File: src/rtl/scope_pkg.sv
package scope_pkg;

    localparam int bit_cycles      = 16;  // clocks per serial bit.
    localparam int capture_depth   = 32;
    localparam int burst_cycles    = 64;
    localparam int pwm_period_bits = 9;

    localparam int bit_cnt_bits   = $clog2(bit_cycles);
    localparam int burst_cnt_bits = $clog2(burst_cycles);

    typedef logic [7:0]                byte_t;
    typedef logic [4:0]                addr_t;
    typedef logic [bit_cnt_bits-1:0]   bit_cnt_t;
    typedef logic [burst_cnt_bits-1:0] burst_cnt_t;

    // command characters, ascii.
    typedef enum logic [7:0] {
        cmd_capture = 8'h63,
        cmd_dump    = 8'h64,
        cmd_burst   = 8'h62
    } cmd_t;

    typedef enum logic [1:0] {rx_idle, rx_start, rx_data, rx_stop} rx_state_t;
    typedef enum logic [1:0] {tx_idle, tx_start, tx_data, tx_stop} tx_state_t;

    typedef enum logic [2:0] {
        dump_idle, dump_fetch, dump_hi, dump_lo, dump_cr, dump_lf
    } dump_state_t;

    typedef struct packed {
        logic  done;
        addr_t wr_addr;
    } cap_status_t;

endpackage

File: src/rtl/acia_rx.sv
`timescale 1ns/1ps

module acia_rx import scope_pkg::*; (
    input  logic  clk,
    input  logic  rst_n,
    input  logic  rx_serial,
    output byte_t rx_dat,
    output logic  rx_stb,
    output logic  rx_err
);

    logic      rx_meta;
    logic      rx_s;
    rx_state_t state;
    bit_cnt_t  cnt;
    logic [2:0] bit_idx;

    always_ff @(posedge clk or negedge rst_n) begin
        if (!rst_n) begin
            rx_meta <= 1'b1;  // line idles high.
            rx_s    <= 1'b1;
            state   <= rx_idle;
            cnt     <= '0;
            bit_idx <= '0;
            rx_stb  <= 1'b0;
            rx_err  <= 1'b0;
        end else begin
            rx_meta <= rx_serial;
            rx_s    <= rx_meta;
            rx_stb  <= 1'b0;
            rx_err  <= 1'b0;
            if (state != rx_idle)
                cnt <= cnt - 1'b1;
            case (state)
                rx_idle: if (!rx_s) begin
                    state <= rx_start;
                    cnt   <= bit_cnt_t'(bit_cycles / 2 - 1);  // aim at mid start bit.
                end
                rx_start: if (cnt == '0) begin
                    if (rx_s) begin
                        state <= rx_idle;  // glitch, not a start bit.
                    end else begin
                        state   <= rx_data;
                        cnt     <= bit_cnt_t'(bit_cycles - 1);
                        bit_idx <= '0;
                    end
                end
                rx_data: if (cnt == '0) begin
                    cnt     <= bit_cnt_t'(bit_cycles - 1);
                    bit_idx <= bit_idx + 1'b1;
                    if (bit_idx == 3'd7)
                        state <= rx_stop;
                end
                default: if (cnt == '0) begin
                    state  <= rx_idle;
                    rx_stb <= 1'b1;
                    rx_err <= !rx_s;  // stop bit must be high.
                end
            endcase
        end
    end

    // lsb first.
    always_ff @(posedge clk) begin
        if (state == rx_data && cnt == '0)
            rx_dat <= {rx_s, rx_dat[7:1]};
    end

endmodule

File: src/rtl/cmd_decode.sv
`timescale 1ns/1ps

module cmd_decode import scope_pkg::*; (
    input  logic  clk,
    input  logic  rst_n,
    input  byte_t rx_dat,
    input  logic  rx_stb,
    input  logic  rx_err,
    output logic  start_capture,
    output logic  start_dump,
    output logic  start_burst
);

    cmd_t cmd;
    logic good;

    assign cmd  = cmd_t'(rx_dat);
    assign good = rx_stb && !rx_err;  // framing errors dropped.

    always_ff @(posedge clk or negedge rst_n) begin
        if (!rst_n) begin
            start_capture <= 1'b0;
            start_dump    <= 1'b0;
            start_burst   <= 1'b0;
        end else begin
            start_capture <= 1'b0;
            start_dump    <= 1'b0;
            start_burst   <= 1'b0;
            if (good) begin
                case (cmd)
                    cmd_capture: start_capture <= 1'b1;
                    cmd_dump:    start_dump    <= 1'b1;
                    cmd_burst:   start_burst   <= 1'b1;
                    default: ;  // unknown byte.
                endcase
            end
        end
    end

endmodule

File: src/rtl/capture_buf.sv
`timescale 1ns/1ps

module capture_buf import scope_pkg::*; (
    input  logic        clk,
    input  logic        rst_n,
    input  logic        lvds_in,
    input  logic        start_capture,
    input  addr_t       rd_addr,
    output logic        comp_in,
    output cap_status_t status,
    output byte_t       rd_dat
);

    logic       in_meta;
    logic       sig;
    logic       active;
    logic       last_store;
    logic       cap_done;
    logic [2:0] bit_cnt;
    logic       store;
    addr_t      wr_addr;
    byte_t      shreg;
    byte_t      mem [capture_depth];

    // eighth sample of a byte goes straight into the ram.
    assign store = active && !start_capture && bit_cnt == 3'd7;

    always_ff @(posedge clk or negedge rst_n) begin
        if (!rst_n) begin
            in_meta    <= 1'b0;
            sig        <= 1'b0;
            comp_in    <= 1'b0;
            active     <= 1'b0;
            last_store <= 1'b0;
            cap_done   <= 1'b0;
            bit_cnt    <= '0;
            wr_addr    <= '0;
        end else begin
            in_meta    <= lvds_in;
            sig        <= in_meta;
            comp_in    <= sig;  // feedback to the comparator.
            last_store <= 1'b0;
            if (start_capture) begin
                active   <= 1'b1;
                bit_cnt  <= 3'd1;  // first sample taken now.
                wr_addr  <= '0;
                cap_done <= 1'b0;
            end else if (active) begin
                bit_cnt <= bit_cnt + 1'b1;
                if (store) begin
                    wr_addr <= wr_addr + 1'b1;
                    if (wr_addr == addr_t'(capture_depth - 1)) begin
                        active     <= 1'b0;
                        last_store <= 1'b1;
                    end
                end
            end else if (last_store) begin
                cap_done <= 1'b1;
            end
        end
    end

    always_ff @(posedge clk) begin
        if (start_capture || active)
            shreg <= {shreg[6:0], sig};  // msb first.
        if (store)
            mem[wr_addr] <= {shreg[6:0], sig};
    end

    assign rd_dat = mem[rd_addr];
    assign status = '{done: cap_done, wr_addr: wr_addr};

endmodule

File: src/rtl/burst_gen.sv
`timescale 1ns/1ps

module burst_gen import scope_pkg::*; (
    input  logic clk,
    input  logic rst_n,
    input  logic start_burst,
    output logic tx_out,
    output logic pwm_out
);

    burst_cnt_t                 cnt;
    logic [pwm_period_bits-1:0] pwm_cnt;

    always_ff @(posedge clk or negedge rst_n) begin
        if (!rst_n) begin
            cnt     <= '0;
            tx_out  <= 1'b0;
            pwm_cnt <= '0;
        end else begin
            pwm_cnt <= pwm_cnt + 1'b1;
            if (start_burst) begin
                cnt    <= burst_cnt_t'(burst_cycles - 1);
                tx_out <= 1'b1;  // odd toggles left, so it ends low.
            end else if (cnt != '0) begin
                cnt    <= cnt - 1'b1;
                tx_out <= !tx_out;
            end else begin
                tx_out <= 1'b0;
            end
        end
    end

    assign pwm_out = pwm_cnt[pwm_period_bits-1];  // half duty.

endmodule

File: src/rtl/acia_tx.sv
`timescale 1ns/1ps

module acia_tx import scope_pkg::*; (
    input  logic  clk,
    input  logic  rst_n,
    input  logic  tx_stb,
    input  byte_t tx_dat,
    output logic  tx_serial,
    output logic  tx_busy
);

    tx_state_t  state;
    bit_cnt_t   cnt;
    logic [2:0] bit_idx;
    byte_t      shreg;

    assign tx_busy = (state != tx_idle);

    always_ff @(posedge clk or negedge rst_n) begin
        if (!rst_n) begin
            state     <= tx_idle;
            cnt       <= '0;
            bit_idx   <= '0;
            tx_serial <= 1'b1;
        end else begin
            if (state != tx_idle)
                cnt <= cnt - 1'b1;
            case (state)
                tx_idle: if (tx_stb) begin
                    state     <= tx_start;
                    cnt       <= bit_cnt_t'(bit_cycles - 1);
                    tx_serial <= 1'b0;
                end
                tx_start: if (cnt == '0) begin
                    state     <= tx_data;
                    cnt       <= bit_cnt_t'(bit_cycles - 1);
                    bit_idx   <= '0;
                    tx_serial <= shreg[0];
                end
                tx_data: if (cnt == '0) begin
                    cnt <= bit_cnt_t'(bit_cycles - 1);
                    if (bit_idx == 3'd7) begin
                        state     <= tx_stop;
                        tx_serial <= 1'b1;
                    end else begin
                        bit_idx   <= bit_idx + 1'b1;
                        tx_serial <= shreg[0];
                    end
                end
                default: if (cnt == '0)
                    state <= tx_idle;
            endcase
        end
    end

    always_ff @(posedge clk) begin
        if (state == tx_idle && tx_stb)
            shreg <= tx_dat;
        else if (cnt == '0 && (state == tx_start || state == tx_data))
            shreg <= shreg >> 1;  // next bit to bit 0.
    end

endmodule

File: src/rtl/hex_dump.sv
`timescale 1ns/1ps

module hex_dump import scope_pkg::*; (
    input  logic        clk,
    input  logic        rst_n,
    input  logic        start_dump,
    input  cap_status_t status,
    input  byte_t       rd_dat,
    output addr_t       rd_addr,
    output logic        fpga_tx,
    output logic        dump_busy
);

    dump_state_t state;
    byte_t       cur;
    byte_t       tx_dat;
    logic        tx_stb;
    logic        tx_busy;
    logic        send;

    function automatic byte_t hex_char(input logic [3:0] nib);
        if (nib < 4'd10)
            return 8'h30 + byte_t'(nib);
        return 8'h37 + byte_t'(nib);  // 'A' for 10.
    endfunction

    // tx_busy lags the strobe by a cycle, hence the tx_stb term.
    assign send = !tx_busy && !tx_stb &&
                  (state == dump_hi || state == dump_lo ||
                   state == dump_cr || state == dump_lf);
    assign dump_busy = (state != dump_idle) || tx_stb || tx_busy;

    always_ff @(posedge clk or negedge rst_n) begin
        if (!rst_n) begin
            state   <= dump_idle;
            rd_addr <= '0;
            tx_stb  <= 1'b0;
        end else begin
            tx_stb <= send;
            case (state)
                dump_idle: if (start_dump && status.done && !dump_busy) begin
                    state   <= dump_fetch;
                    rd_addr <= '0;
                end
                dump_fetch: state <= dump_hi;
                dump_hi: if (send)
                    state <= dump_lo;
                dump_lo: if (send) begin
                    if (rd_addr == addr_t'(capture_depth - 1)) begin
                        state <= dump_cr;
                    end else begin
                        rd_addr <= rd_addr + 1'b1;
                        state   <= dump_fetch;
                    end
                end
                dump_cr: if (send)
                    state <= dump_lf;
                dump_lf: if (send)
                    state <= dump_idle;  // busy holds until lf is out.
                default: state <= dump_idle;
            endcase
        end
    end

    always_ff @(posedge clk) begin
        if (state == dump_fetch)
            cur <= rd_dat;
        if (send) begin
            case (state)
                dump_hi: tx_dat <= hex_char(cur[7:4]);
                dump_lo: tx_dat <= hex_char(cur[3:0]);
                dump_cr: tx_dat <= 8'h0d;
                default: tx_dat <= 8'h0a;
            endcase
        end
    end

    acia_tx acia_tx_i (
        .clk      (clk),
        .rst_n    (rst_n),
        .tx_stb   (tx_stb),
        .tx_dat   (tx_dat),
        .tx_serial(fpga_tx),
        .tx_busy  (tx_busy)
    );

endmodule

File: src/rtl/scope_top.sv
`timescale 1ns/1ps

module scope_top import scope_pkg::*; (
    input  logic clk,
    input  logic rst_n,
    input  logic fpga_rx,
    input  logic lvds_in,
    output logic fpga_tx,
    output logic comp_in,
    output logic tx_out,
    output logic pwm_out,
    output logic led1,
    output logic led2
);

    byte_t       rx_dat;
    logic        rx_stb;
    logic        rx_err;
    logic        start_capture;
    logic        start_dump;
    logic        start_burst;
    cap_status_t cap_status;
    addr_t       rd_addr;
    byte_t       rd_dat;

    acia_rx acia_rx_i (
        .clk(clk), .rst_n(rst_n), .rx_serial(fpga_rx),
        .rx_dat(rx_dat), .rx_stb(rx_stb), .rx_err(rx_err)
    );

    cmd_decode cmd_decode_i (
        .clk(clk), .rst_n(rst_n), .rx_dat(rx_dat), .rx_stb(rx_stb), .rx_err(rx_err),
        .start_capture(start_capture), .start_dump(start_dump), .start_burst(start_burst)
    );

    capture_buf capture_buf_i (
        .clk(clk), .rst_n(rst_n), .lvds_in(lvds_in), .start_capture(start_capture),
        .rd_addr(rd_addr), .comp_in(comp_in), .status(cap_status), .rd_dat(rd_dat)
    );

    burst_gen burst_gen_i (
        .clk(clk), .rst_n(rst_n), .start_burst(start_burst),
        .tx_out(tx_out), .pwm_out(pwm_out)
    );

    hex_dump hex_dump_i (
        .clk(clk), .rst_n(rst_n), .start_dump(start_dump), .status(cap_status),
        .rd_dat(rd_dat), .rd_addr(rd_addr), .fpga_tx(fpga_tx), .dump_busy(led1)
    );

    assign led2 = cap_status.done;  // capture done.

endmodule

File: config.mk
export PLATFORM = sky130hd
export DESIGN_NAME = scope_top
export DESIGN_NICKNAME = d
export VERILOG_FILES = /design/src/rtl/scope_pkg.sv /design/src/rtl/acia_rx.sv /design/src/rtl/cmd_decode.sv /design/src/rtl/capture_buf.sv /design/src/rtl/burst_gen.sv /design/src/rtl/acia_tx.sv /design/src/rtl/hex_dump.sv /design/src/rtl/scope_top.sv
export SDC_FILE = /design/constraint.sdc
export NUM_CORES = 1
export LEC_CHECK = 0
export ABC_AREA = 0
export BUFFER_PORTS_ARGS = -buffer_cell sky130_fd_sc_hd__buf_2
export CORE_MARGIN = 2
export CORE_UTILIZATION = 55
export DETAILED_ROUTE_END_ITERATION = 10
export PLACE_DENSITY = 0.79
export SETUP_SLACK_MARGIN = 0.2
export SYNTH_ARGS = -nofsm -noshare
export SYNTH_HDL_FRONTEND = slang
export SYNTH_SLANG_ARGS = --single-unit
File: constraint.sdc
create_clock -name clk -period 6.17 [get_ports clk]
set_input_delay 0.3085 -clock clk [delete_from_list [all_inputs] [get_ports clk]]
set_output_delay 0.3085 -clock clk [all_outputs]
set_load 0.005 [all_outputs]
# [Yosys cells after proc, flatten, opt, wreduce, memory -nomap -nowiden]
# Memory sizes are Yosys's and may differ from the RTL's. A register that Yosys moved wholly into a read port is not among the register bits.
# Cells that the tools add are included.
[op_classes] add_sub_neg=13 order_cmp=2 eq_ne=34 n_mux=92 n_reduce_logical=55
[ops] op="$mux W8" count=6
[ops] op="$mux W3" count=14
[ops] op="$mux W1" count=35
[ops] op="$mux W4" count=8
[ops] op="$mux W5" count=6
[ops] op="$add A6 B4 Y7 const A" count=4
[ops] op="$eq A8 B7 Y1 const B" count=3
[ops] op="$pmux W8 S3" count=1
[ops] op="$reduce_bool A2 Y1" count=12
[ops] op="$mux W2" count=11
[ops] op="$ne A2 B1 Y1 const B" count=9
[ops] op="$pmux W3 S6" count=1
[ops] op="$ne A2 B2 Y1 const B" count=8
[ops] op="$reduce_and A4 Y1" count=4
[ops] op="$eq A3 B3 Y1 const B" count=5
[ops] op="$reduce_and A5 Y1" count=3
[ops] op="$mux W6" count=2
[ops] op="$pmux W2 S3" count=2
[ops] op="$pmux W3 S2" count=2
[ops] op="$pmux W4 S3" count=1
[ops] op="$add A5 B1 Y5 const B" count=2
[ops] op="$eq A5 B5 Y1 const B" count=2
[ops] op="$logic_and A1 B1 Y1" count=10
[ops] op="$pmux W5 S2" count=1
[ops] op="21 further kinds" count=44
[totals] ff_bits=96 ram_bits=256 output_inout_bits=6 wordCells=229 memories=1
[mem_list] name="capture_buf_i.mem" words=32 width=8 rd=1 rd_clocked_by_memory_dff=1 wr=1 line_no="capture_buf.sv:23" text="byte_t mem [capture_depth];"

# [Logic depth before layout (Yosys ltp)]
# Gate-level depths: netlist of run 1.
[logic_depth] ltp_word=8 depth_mapped=9 ltp_nobuf=7

# [Cells and area by module]
# A second synthesis of run 1 with hierarchy kept.
[unflattened] cells_unflattened=811 hier_area_um2=14755.4
[by_module_without_submodules] mod="capture_buf" n_inst=1 cells_per_inst=475 area_each_um2=10727.8
[by_module_without_submodules] mod="hex_dump" n_inst=1 cells_per_inst=110 area_each_um2=1243.7
[by_module_without_submodules] mod="acia_tx" n_inst=1 cells_per_inst=84 area_each_um2=1012.2
[by_module_without_submodules] mod="acia_rx" n_inst=1 cells_per_inst=70 area_each_um2=924.6
[by_module_without_submodules] mod="burst_gen" n_inst=1 cells_per_inst=62 area_each_um2=699.4
[by_module_without_submodules] mod="cmd_decode" n_inst=1 cells_per_inst=10 area_each_um2=147.6

# [Worst setup path before layout of run 1]
# Ideal clock, no wire load.
[synth_timing] path_kind="register to register" start="reg hex_dump_i.rd_addr[2]" end="reg hex_dump_i.rd_addr[3]" setup_time_ns=0.077 arrival_time_ns=2.103 required_time_ns=6.093 setup_slack_ns=3.989 stages_incl_launch_ff=10 n_path_buf=3 period_less_slack_ns=2.181 cell_sequence="dfrtp_1 buf_2 buf_2 buf_1 and3_1 ha_1 and3b_1 o21ai_1 or3_1 a21oi_1"
[synth_via] elab_chain_cells=4
[synth_rtl] item="start: declaration" line_no="hex_dump.sv:9" text="output addr_t rd_addr,"
[synth_rtl] item="start signal: assignment" line_no="hex_dump.sv:52" text="rd_addr <= rd_addr + 1'b1;"
[synth_rtl] item="$add A5 B1 Y5" line_no="hex_dump.sv:52"
[synth_rtl] item="$mux W5" line_no="hex_dump.sv:49" text="if (rd_addr == addr_t'(capture_depth - 1)) begin"
[synth_rtl] item="$mux W5" line_no="hex_dump.sv:48" text="dump_lo: if (send) begin"
[synth_rtl] item="$pmux W5 S2" line_no="hex_dump.sv:40" text="case (state)"
# Parallel ways exist; a longest one is shown, timed or not. The select of a mux whose other input is x is not followed.
# A chain may end at the register's enable or synchronous reset.

# [Final worst setup path of run 1]
[layout_timing] start="reg hex_dump_i.rd_addr[0]" end="reg hex_dump_i.rd_addr[3]"
# Same word-level chain as after synthesis.

==> impl_metrics.toml, run 1 <==
[power_and_ir_drop]
clock_power_share = 0.423
intPower_w = 0.00396
p_leak_nw = 5.44
pwr-share-seq = 0.543
pwr-share-comb = 0.034
p_sw_w = 0.00101
switching_share = 0.203
vdd_drop_max_mv = 0.312
p_per_area_nw_per_um2 = 308

[clock_tree]
cts_setup_buffers = 0
cts.clk_slew.worst_paths_ps = 60
htree_levels = 2
cts.repair.resized = 0
clk_latency_ps = 520
cts_buffer_depth = 3
root_buffer = "clkbuf_16"
cts_sinks = 358
cts_tree = "yes"
cts_buffers = 36

[synth]
synthMuxAreaShare = 0.112
synth-compound-area-share = 0.0638
ys_seq_area_frac = 0.710
syn_avg_cell_area_um2 = 16.5
synthAdderAreaFrac = 0.0205
ys_async_sr_fraction = 0.182
synth_area_um2 = 14700
synth_xor_area_frac = 0.0101
yosys.area.top_type = "edfxtp_1"
synth_top_area_frac = 0.599
synth_top_cells_by_area = "edfxtp_1, dfrtp_1, mux4_2"
synth_top_family_by_area = "multiplexers"
synth_edf_count = 293
syn_nets = 916
synth_cell_types = 57
synth-seq-cells = 358
yosys.area_share.simple = 0.0632
synthFlopType = "edfxtp_1"
netlist_instances = 888
yosys_warnings = 0

[floorplan]
dieArea_um2 = 28000
die_h_um = 167
row_count = 59
core-area_um2 = 26100
start_util = 0.562
ios = 10
die_w_um = 167

[critical_path]
cpMostUsedCell = "ha_1"
critPathKind = "reg2reg"
start_kind = "flop"
slowest_stage = "dfrtp_4"
cp.arrival_ps = 3740
slowest_delay_ps = 1070
end_kind = "flop"
cp.required_ps = 6610
cp_max_fo = 53
path_cells = "buf_4, ha_1, and3_1, ha_1, and3b_1, o21ai_1, o21ai_0, a21oi_1"

[route]
drt.antenna.violating_nets = 0
num_vias = 7699
drc = 0
drt_iter0_drc = 874
vias_per_cell = 6.08
routedWlPerCell_um = 21.7
wl_um = 27400
firstDrtPassIters = 5

[place]
detailed_place_hpwl_um = 16800
portBuffers = 9
dp.cells = 1200
place.gp.congestion = 0.771

[cells_and_area]
drive_above_1_share = 0.158
nets = 934
syn2layout_area_growth_pct = 10.0
fin_cells = 1266
antenna_cells = 0
postLayoutCoreUtil = 0.618

[timing]
worst_slew_pin_slew_ps = 1250
hold_ws_ps = 351
slew_viol_final = 0
hold_viol_final = 0
setup_viol = 0
max_freq_mhz = 303
max_slew_margin = 0.168
rsz0062_at_grt = "no"
tns_ps = 0
finalCriticalPeriod_ps = 3300
finClkSkew_ps = 20.9
min_period_over_period = 0.535

[global_route]
grt_pass1_wl_um = 43200
antenna_found_initial = 0
grt_pass1_vias = 7730
overflow = 0
track_usage = 0.200
grt_start_max_net_pins = 66

[run]
cap_violations = 0

[worst_hold_path]
hp-class = "reg2reg"

[run_status]
status = "finished, final reports clean"
-- registers in the layout (all words and copies together), names as in the netlist, 2 cells and up --
| register | flops |
|---|---|
| acia_rx_i.bit_idx | 3 |
| acia_rx_i.cnt | 4 |
| acia_rx_i.rx_dat | 8 |
| acia_rx_i.state | 2 |
| burst_gen_i.cnt | 6 |
| burst_gen_i.pwm_cnt | 9 |
| capture_buf_i.bit_cnt | 3 |
| capture_buf_i.mem | 256 |
| capture_buf_i.shreg | 7 |
| capture_buf_i.wr_addr | 5 |
| hex_dump_i.acia_tx_i.bit_idx | 3 |
| hex_dump_i.acia_tx_i.cnt | 4 |
| hex_dump_i.acia_tx_i.shreg | 7 |
| hex_dump_i.acia_tx_i.state | 2 |
| hex_dump_i.cur | 8 |
| hex_dump_i.rd_addr | 5 |
| hex_dump_i.state | 3 |
| hex_dump_i.tx_dat | 7 |
-- routing by layer --
| metal | up-vias | share of wire | track usage | wire length (um) |
|---|---|---|---|---|
| li1 | 3497 | - | - | - |
| met4 | 0 | 0.029 | 0.0699 | 787 |
| met5 | - | 0 | 0 | 0 |
| met3 | 62 | 0.066 | 0.0310 | 1800 |
| met2 | 259 | 0.48 | 0.325 | 13300 |
| met1 | 3881 | 0.42 | 0.281 | 11600 |
-- per-stage QoR --
step	total power [W]	setup WS (ps)	instance area, um^2
floorplan	0.00287	3990	14700
global placement	0.00291	2850	15000
detailed placement	0.00292	2830	15000
CTS	0.00500	2800	16200
global route	0.00512	2620	16200
finish	0.00498	2870	16200
-- worst max-delay path, delay by kind of cell (launching register included) --
kind | cells | cell delay, ps
fa+ha+maj | 2 | 410
simple gates | 2 | 350
flops | 1 | 1070
compound gates | 3 | 710
buf+inv | 1 | 650
-- cell families (layout without fill, tap and decap cells) --
kind of cell	Yosys count	after routing
compound gates	128	128
xor+xnor	17	17
fa+ha+maj	24	24
buf+inv	61	104
flops	358	358
mux	108	108
simple gates	192	192
-- cell usage after synthesis (9+ instances only) --
cell / number
a21o_1: 9
a21oi_1: 26
clkbuf_1: 20
dfrtp_1: 62
edfxtp_1: 293
ha_1: 24
inv_1: 22
mux2_2: 31
mux2i_1: 36
mux4_2: 38
nand2_1: 46
nand2b_1: 12
nand3_1: 14
nor2_1: 69
o21ai_0: 18
o221ai_1: 17
o22ai_1: 10
xnor2_1: 12
-- worst paths after layout --
| kind | start | end | slack, ps | cells past startpoint |
|---|---|---|---|---|
| setup / recovery | hex_dump_i.rd_addr[0]$_DFFE_PN0P_ | hex_dump_i.rd_addr[3]$_DFFE_PN0P_ | 2870 | 8 |
| hold / removal | capture_buf_i.in_meta$_DFF_PN0_ | capture_buf_i.sig$_DFF_PN0_ | 350 | 0 |
| setup reg to reg | hex_dump_i.rd_addr[0]$_DFFE_PN0P_ | hex_dump_i.rd_addr[3]$_DFFE_PN0P_ | 2870 | 8 |
| hold reg to reg | capture_buf_i.in_meta$_DFF_PN0_ | capture_buf_i.sig$_DFF_PN0_ | 350 | 0 |
| max in group asynchronous | rst_n | hex_dump_i.rd_addr[0]$_DFFE_PN0P_ | 5070 | 3 |
| min in group asynchronous | rst_n | hex_dump_i.acia_tx_i.bit_idx[2]$_DFFE_PN0P_ | 500 | 3 |
-- power by group through the flow --
stage	combinational, W	clock, W	sequential, W
floorplan	0.000145	0	0.00272
global placement	0.000160	0	0.00275
detailed placement	0.000171	0	0.00275
CTS	0.000172	0.00213	0.00270
global route	0.000195	0.00222	0.00271
finish	0.000168	0.00211	0.00270
-- cell usage in the layout, fill, tap and decap left out, drive strengths merged, types with 25 or more instances in the layout --
cell / count
mux2i: 36
mux4: 41
nand2: 46
dfrtp: 62
a21oi: 26
mux2: 31
inv: 25
clkbuf: 47
edfxtp: 293
nor2: 69
-- area by class of cell --
cell class | count | area (um^2)
repair buffers | 19 | 128
fillers | 1847 | 9980
well taps | 335 | 419
multi-input cells | 469 | 3960
clock inverters | 16 | 159
clock buffers | 47 | 973
inverters | 22 | 82.6
flip-flops and latches | 358 | 10400
-- repair_timing --
item                       CTS  global route
setup endpoints to repair    0             0
hold endpoints to repair     4             0
hold buffers                 3             0
Note: power is estimated with default switching activity, not from simulation.
==> inputs of run 2 (changes only) <==
ABC_AREA = 1   (was 0)
clock period = 3.5 ns   (was 6.17 ns; I/O delays follow)
==> run 2 against run 1 <==
Net effect: sequential share of layout area is 4.4 points lower; synthesized cell count up 75%; clock power rose by 83%; worst setup slack got worse by 1900 ps; first-iteration DRC count is 35% higher; non-clock buffer count is 7 higher; sequential power is 76% higher; fmax rose by 29%; combinational power increased by 130%; utilization is 0.24 points higher; highest routed layer unchanged.
==> impl_metrics.toml, run 2 <==
[floorplan]
die_w_um = 173
ios = 10
die_h_um = 173
dieArea_um2 = 29900
row_count = 61
core-area_um2 = 27900
start_util = 0.562

[synth]
synth_top_area_frac = 0.560
netlist_instances = 1550
yosys-top-cells-count = "nand2_1, edfxtp_1, inv_1, nand3_1, nor2_1"
synth_top_cells_by_area = "edfxtp_1, nand2_1, dfrtp_1"
ys_seq_area_frac = 0.664
yosys_warnings = 0
syn_avg_cell_area_um2 = 10.1
ys_async_sr_fraction = 0.182
synthFlopType = "edfxtp_1"
synth-seq-cells = 358
yosysMostFrequentCell = "nand2_1"
synth_cell_types = 35
synth_edf_count = 293
synth_area_um2 = 15700
yosys.area.top_type = "edfxtp_1"
syn_nets = 1578

[route]
vias_per_cell = 5.38
firstDrtPassIters = 5
num_vias = 10600
drc = 0
routedWlPerCell_um = 16.9
wl_um = 33300
drt_iter0_drc = 1184
drt.antenna.violating_nets = 0

[clock_tree]
htree_levels = 2
cts_buffer_depth = 3
cts.clk_slew.worst_paths_ps = 70
cts.repair.resized = 0
root_buffer = "clkbuf_16"
cts_tree = "yes"
cts_buffers = 38
cts_sinks = 358
clk_latency_ps = 530

[timing]
finalCriticalPeriod_ps = 2560
slew_viol_final = 0
hold_viol_final = 0
setup_viol = 0
finClkSkew_ps = 23.4
max_freq_mhz = 390
min_period_over_period = 0.732
worst_slew_pin_slew_ps = 1260
max_slew_margin = 0.160
tns_ps = 0
rsz0062_at_grt = "no"
hold_ws_ps = 160

[critical_path]
start_kind = "flop"
end_kind = "flop"
critPathKind = "reg2reg"
cpMostUsedCell = "nand2_1"
path_cells = "clkinv_2, buf_12, nand2_1, nand2_1, nand2_1, nand3_1, nand2_1, nor2_1, nor2_1, nor2_1"
cp.required_ps = 3750
slowest_delay_ps = 520
cp.arrival_ps = 2810
cp_max_fo = 64
slowest_stage = "clkinv_2"

[power_and_ir_drop]
p_leak_nw = 7.46
p_per_area_nw_per_um2 = 520
vdd_drop_max_mv = 0.417
p_total_w = 0.00902

[place]
dpl_cell_area_um2 = 16100
portBuffers = 9
dp.cells = 1901
place.gp.congestion = 0.826
detailed_place_hpwl_um = 19600

[cells_and_area]
most-common-layout-cells = "nand2_1, edfxtp_1, inv_1, nand3_1, nor2_1"
antenna_cells = 0
fin_cells = 1972
syn2layout_area_growth_pct = 10.4
fillerInstances = 2140
reg_top3 = "capture_buf_i.mem x256, burst_gen_i.pwm_cnt x9"
drive_above_1_share = 0.0615
top_register = "capture_buf_i.mem"
final_area_um2 = 17300
nets = 1594
largest_reg_flops = 256
final_common_cell = "nand2_1"

[run_status]
status = "finished, final reports clean"

[global_route]
grt_pass1_wl_um = 53100
grt_start_max_net_pins = 139
grt_pass1_vias = 10600
track_usage = 0.223
antenna_found_initial = 0
overflow = 0

[run]
cap_violations = 0

[worst_hold_path]
hp-class = "in2async"
[run 2: cell types whose count changed after synthesis, moves of 10 or more]
| cell | previous run | this run |
|---|---|---|
| o21ai_0 | 18 | 38 |
| inv_1 | 22 | 234 |
| mux2_2 | 31 | 6 |
| xnor2_1 | 12 | 0 |
| nand2_1 | 46 | 463 |
| xor2_1 | 5 | 15 |
| clkbuf_1 | 20 | 9 |
| o221ai_1 | 17 | 0 |
| nor2_1 | 69 | 136 |
| mux4_2 | 38 | 0 |
| nand3_1 | 14 | 153 |
| mux2i_1 | 36 | 0 |
| buf_2 | 7 | 34 |
| nand2b_1 | 12 | 0 |
[run 2: final cells by class]
type / count / area, um^2 / area share
well taps: 378 / 473 / 0.0273
repair buffers: 26 / 205 / 0.0118
multi-input cells: 902 / 4120 / 0.238
clock inverters: 23 / 191 / 0.0110
inverters: 240 / 902 / 0.0520
flip-flops and latches: 358 / 10400 / 0.602
clock buffers: 45 / 1010 / 0.0582
[run 2: cells by family after synthesis]
group           share of synthesized area
buf+inv                            0.0735
simple gates                        0.199
flops                               0.664
mux                               0.00430
fa+ha+maj                          0.0191
xor+xnor                          0.00837
compound gates                     0.0318
[run 2: final timing paths]
kind,to,start,cells after the start,slack [ps]
hold / removal,hex_dump_i.acia_tx_i.cnt[2]$_DFF_PN0_,rst_n,2,160
max in group asynchronous,capture_buf_i.comp_in$_DFF_PN0_,rst_n,3,2350
setup reg to reg,hex_dump_i.cur[5]$_DFFE_PP_,hex_dump_i.rd_addr[0]$_DFFE_PN0P_,10,940
setup / recovery,hex_dump_i.cur[5]$_DFFE_PP_,hex_dump_i.rd_addr[0]$_DFFE_PN0P_,10,940
min in group clk,acia_rx_i.rx_meta$_DFF_PN1_,fpga_rx,2,300
hold reg to reg,capture_buf_i.sig$_DFF_PN0_,capture_buf_i.in_meta$_DFF_PN0_,0,350
[run 2: what timing repair did]
action / in CTS / in global routing
hold buffers: 3 / 0
setup buffers: 0 / 0
hold endpoints to repair: 23 / 0
[run 2: per-stage QoR]
stage	utilization	setup slack (ps)
floorplan	-	1700
detailed placement	0.577	1030
CTS	0.621	998
global placement	0.577	1080
global route	0.621	866
finish	0.621	937
[run 2: power breakdown]
group | internal, W | leakage, nW | switching [W]
Combinational | 0.000141 | 3.42 | 0.000239
Clock | 0.00228 | 0.595 | 0.00159
Sequential | 0.00467 | 3.45 | 0.0000902
[run 2: critical path, delay by kind of cell, from the launching register on]
| family | cells | cell delay [ps] |
|---|---|---|
| flops | 1 | 430 |
| buf+inv | 2 | 960 |
| simple gates | 8 | 870 |
[run 2: routing by layer]
layer | vias up | global-route usage | part of all wire
li1 | 5051 | - | -
met1 | 5020 | 0.285 | 0.39
met2 | 432 | 0.381 | 0.49
met3 | 98 | 0.0325 | 0.078
met4 | 0 | 0.101 | 0.037
met5 | - | 0 | 0
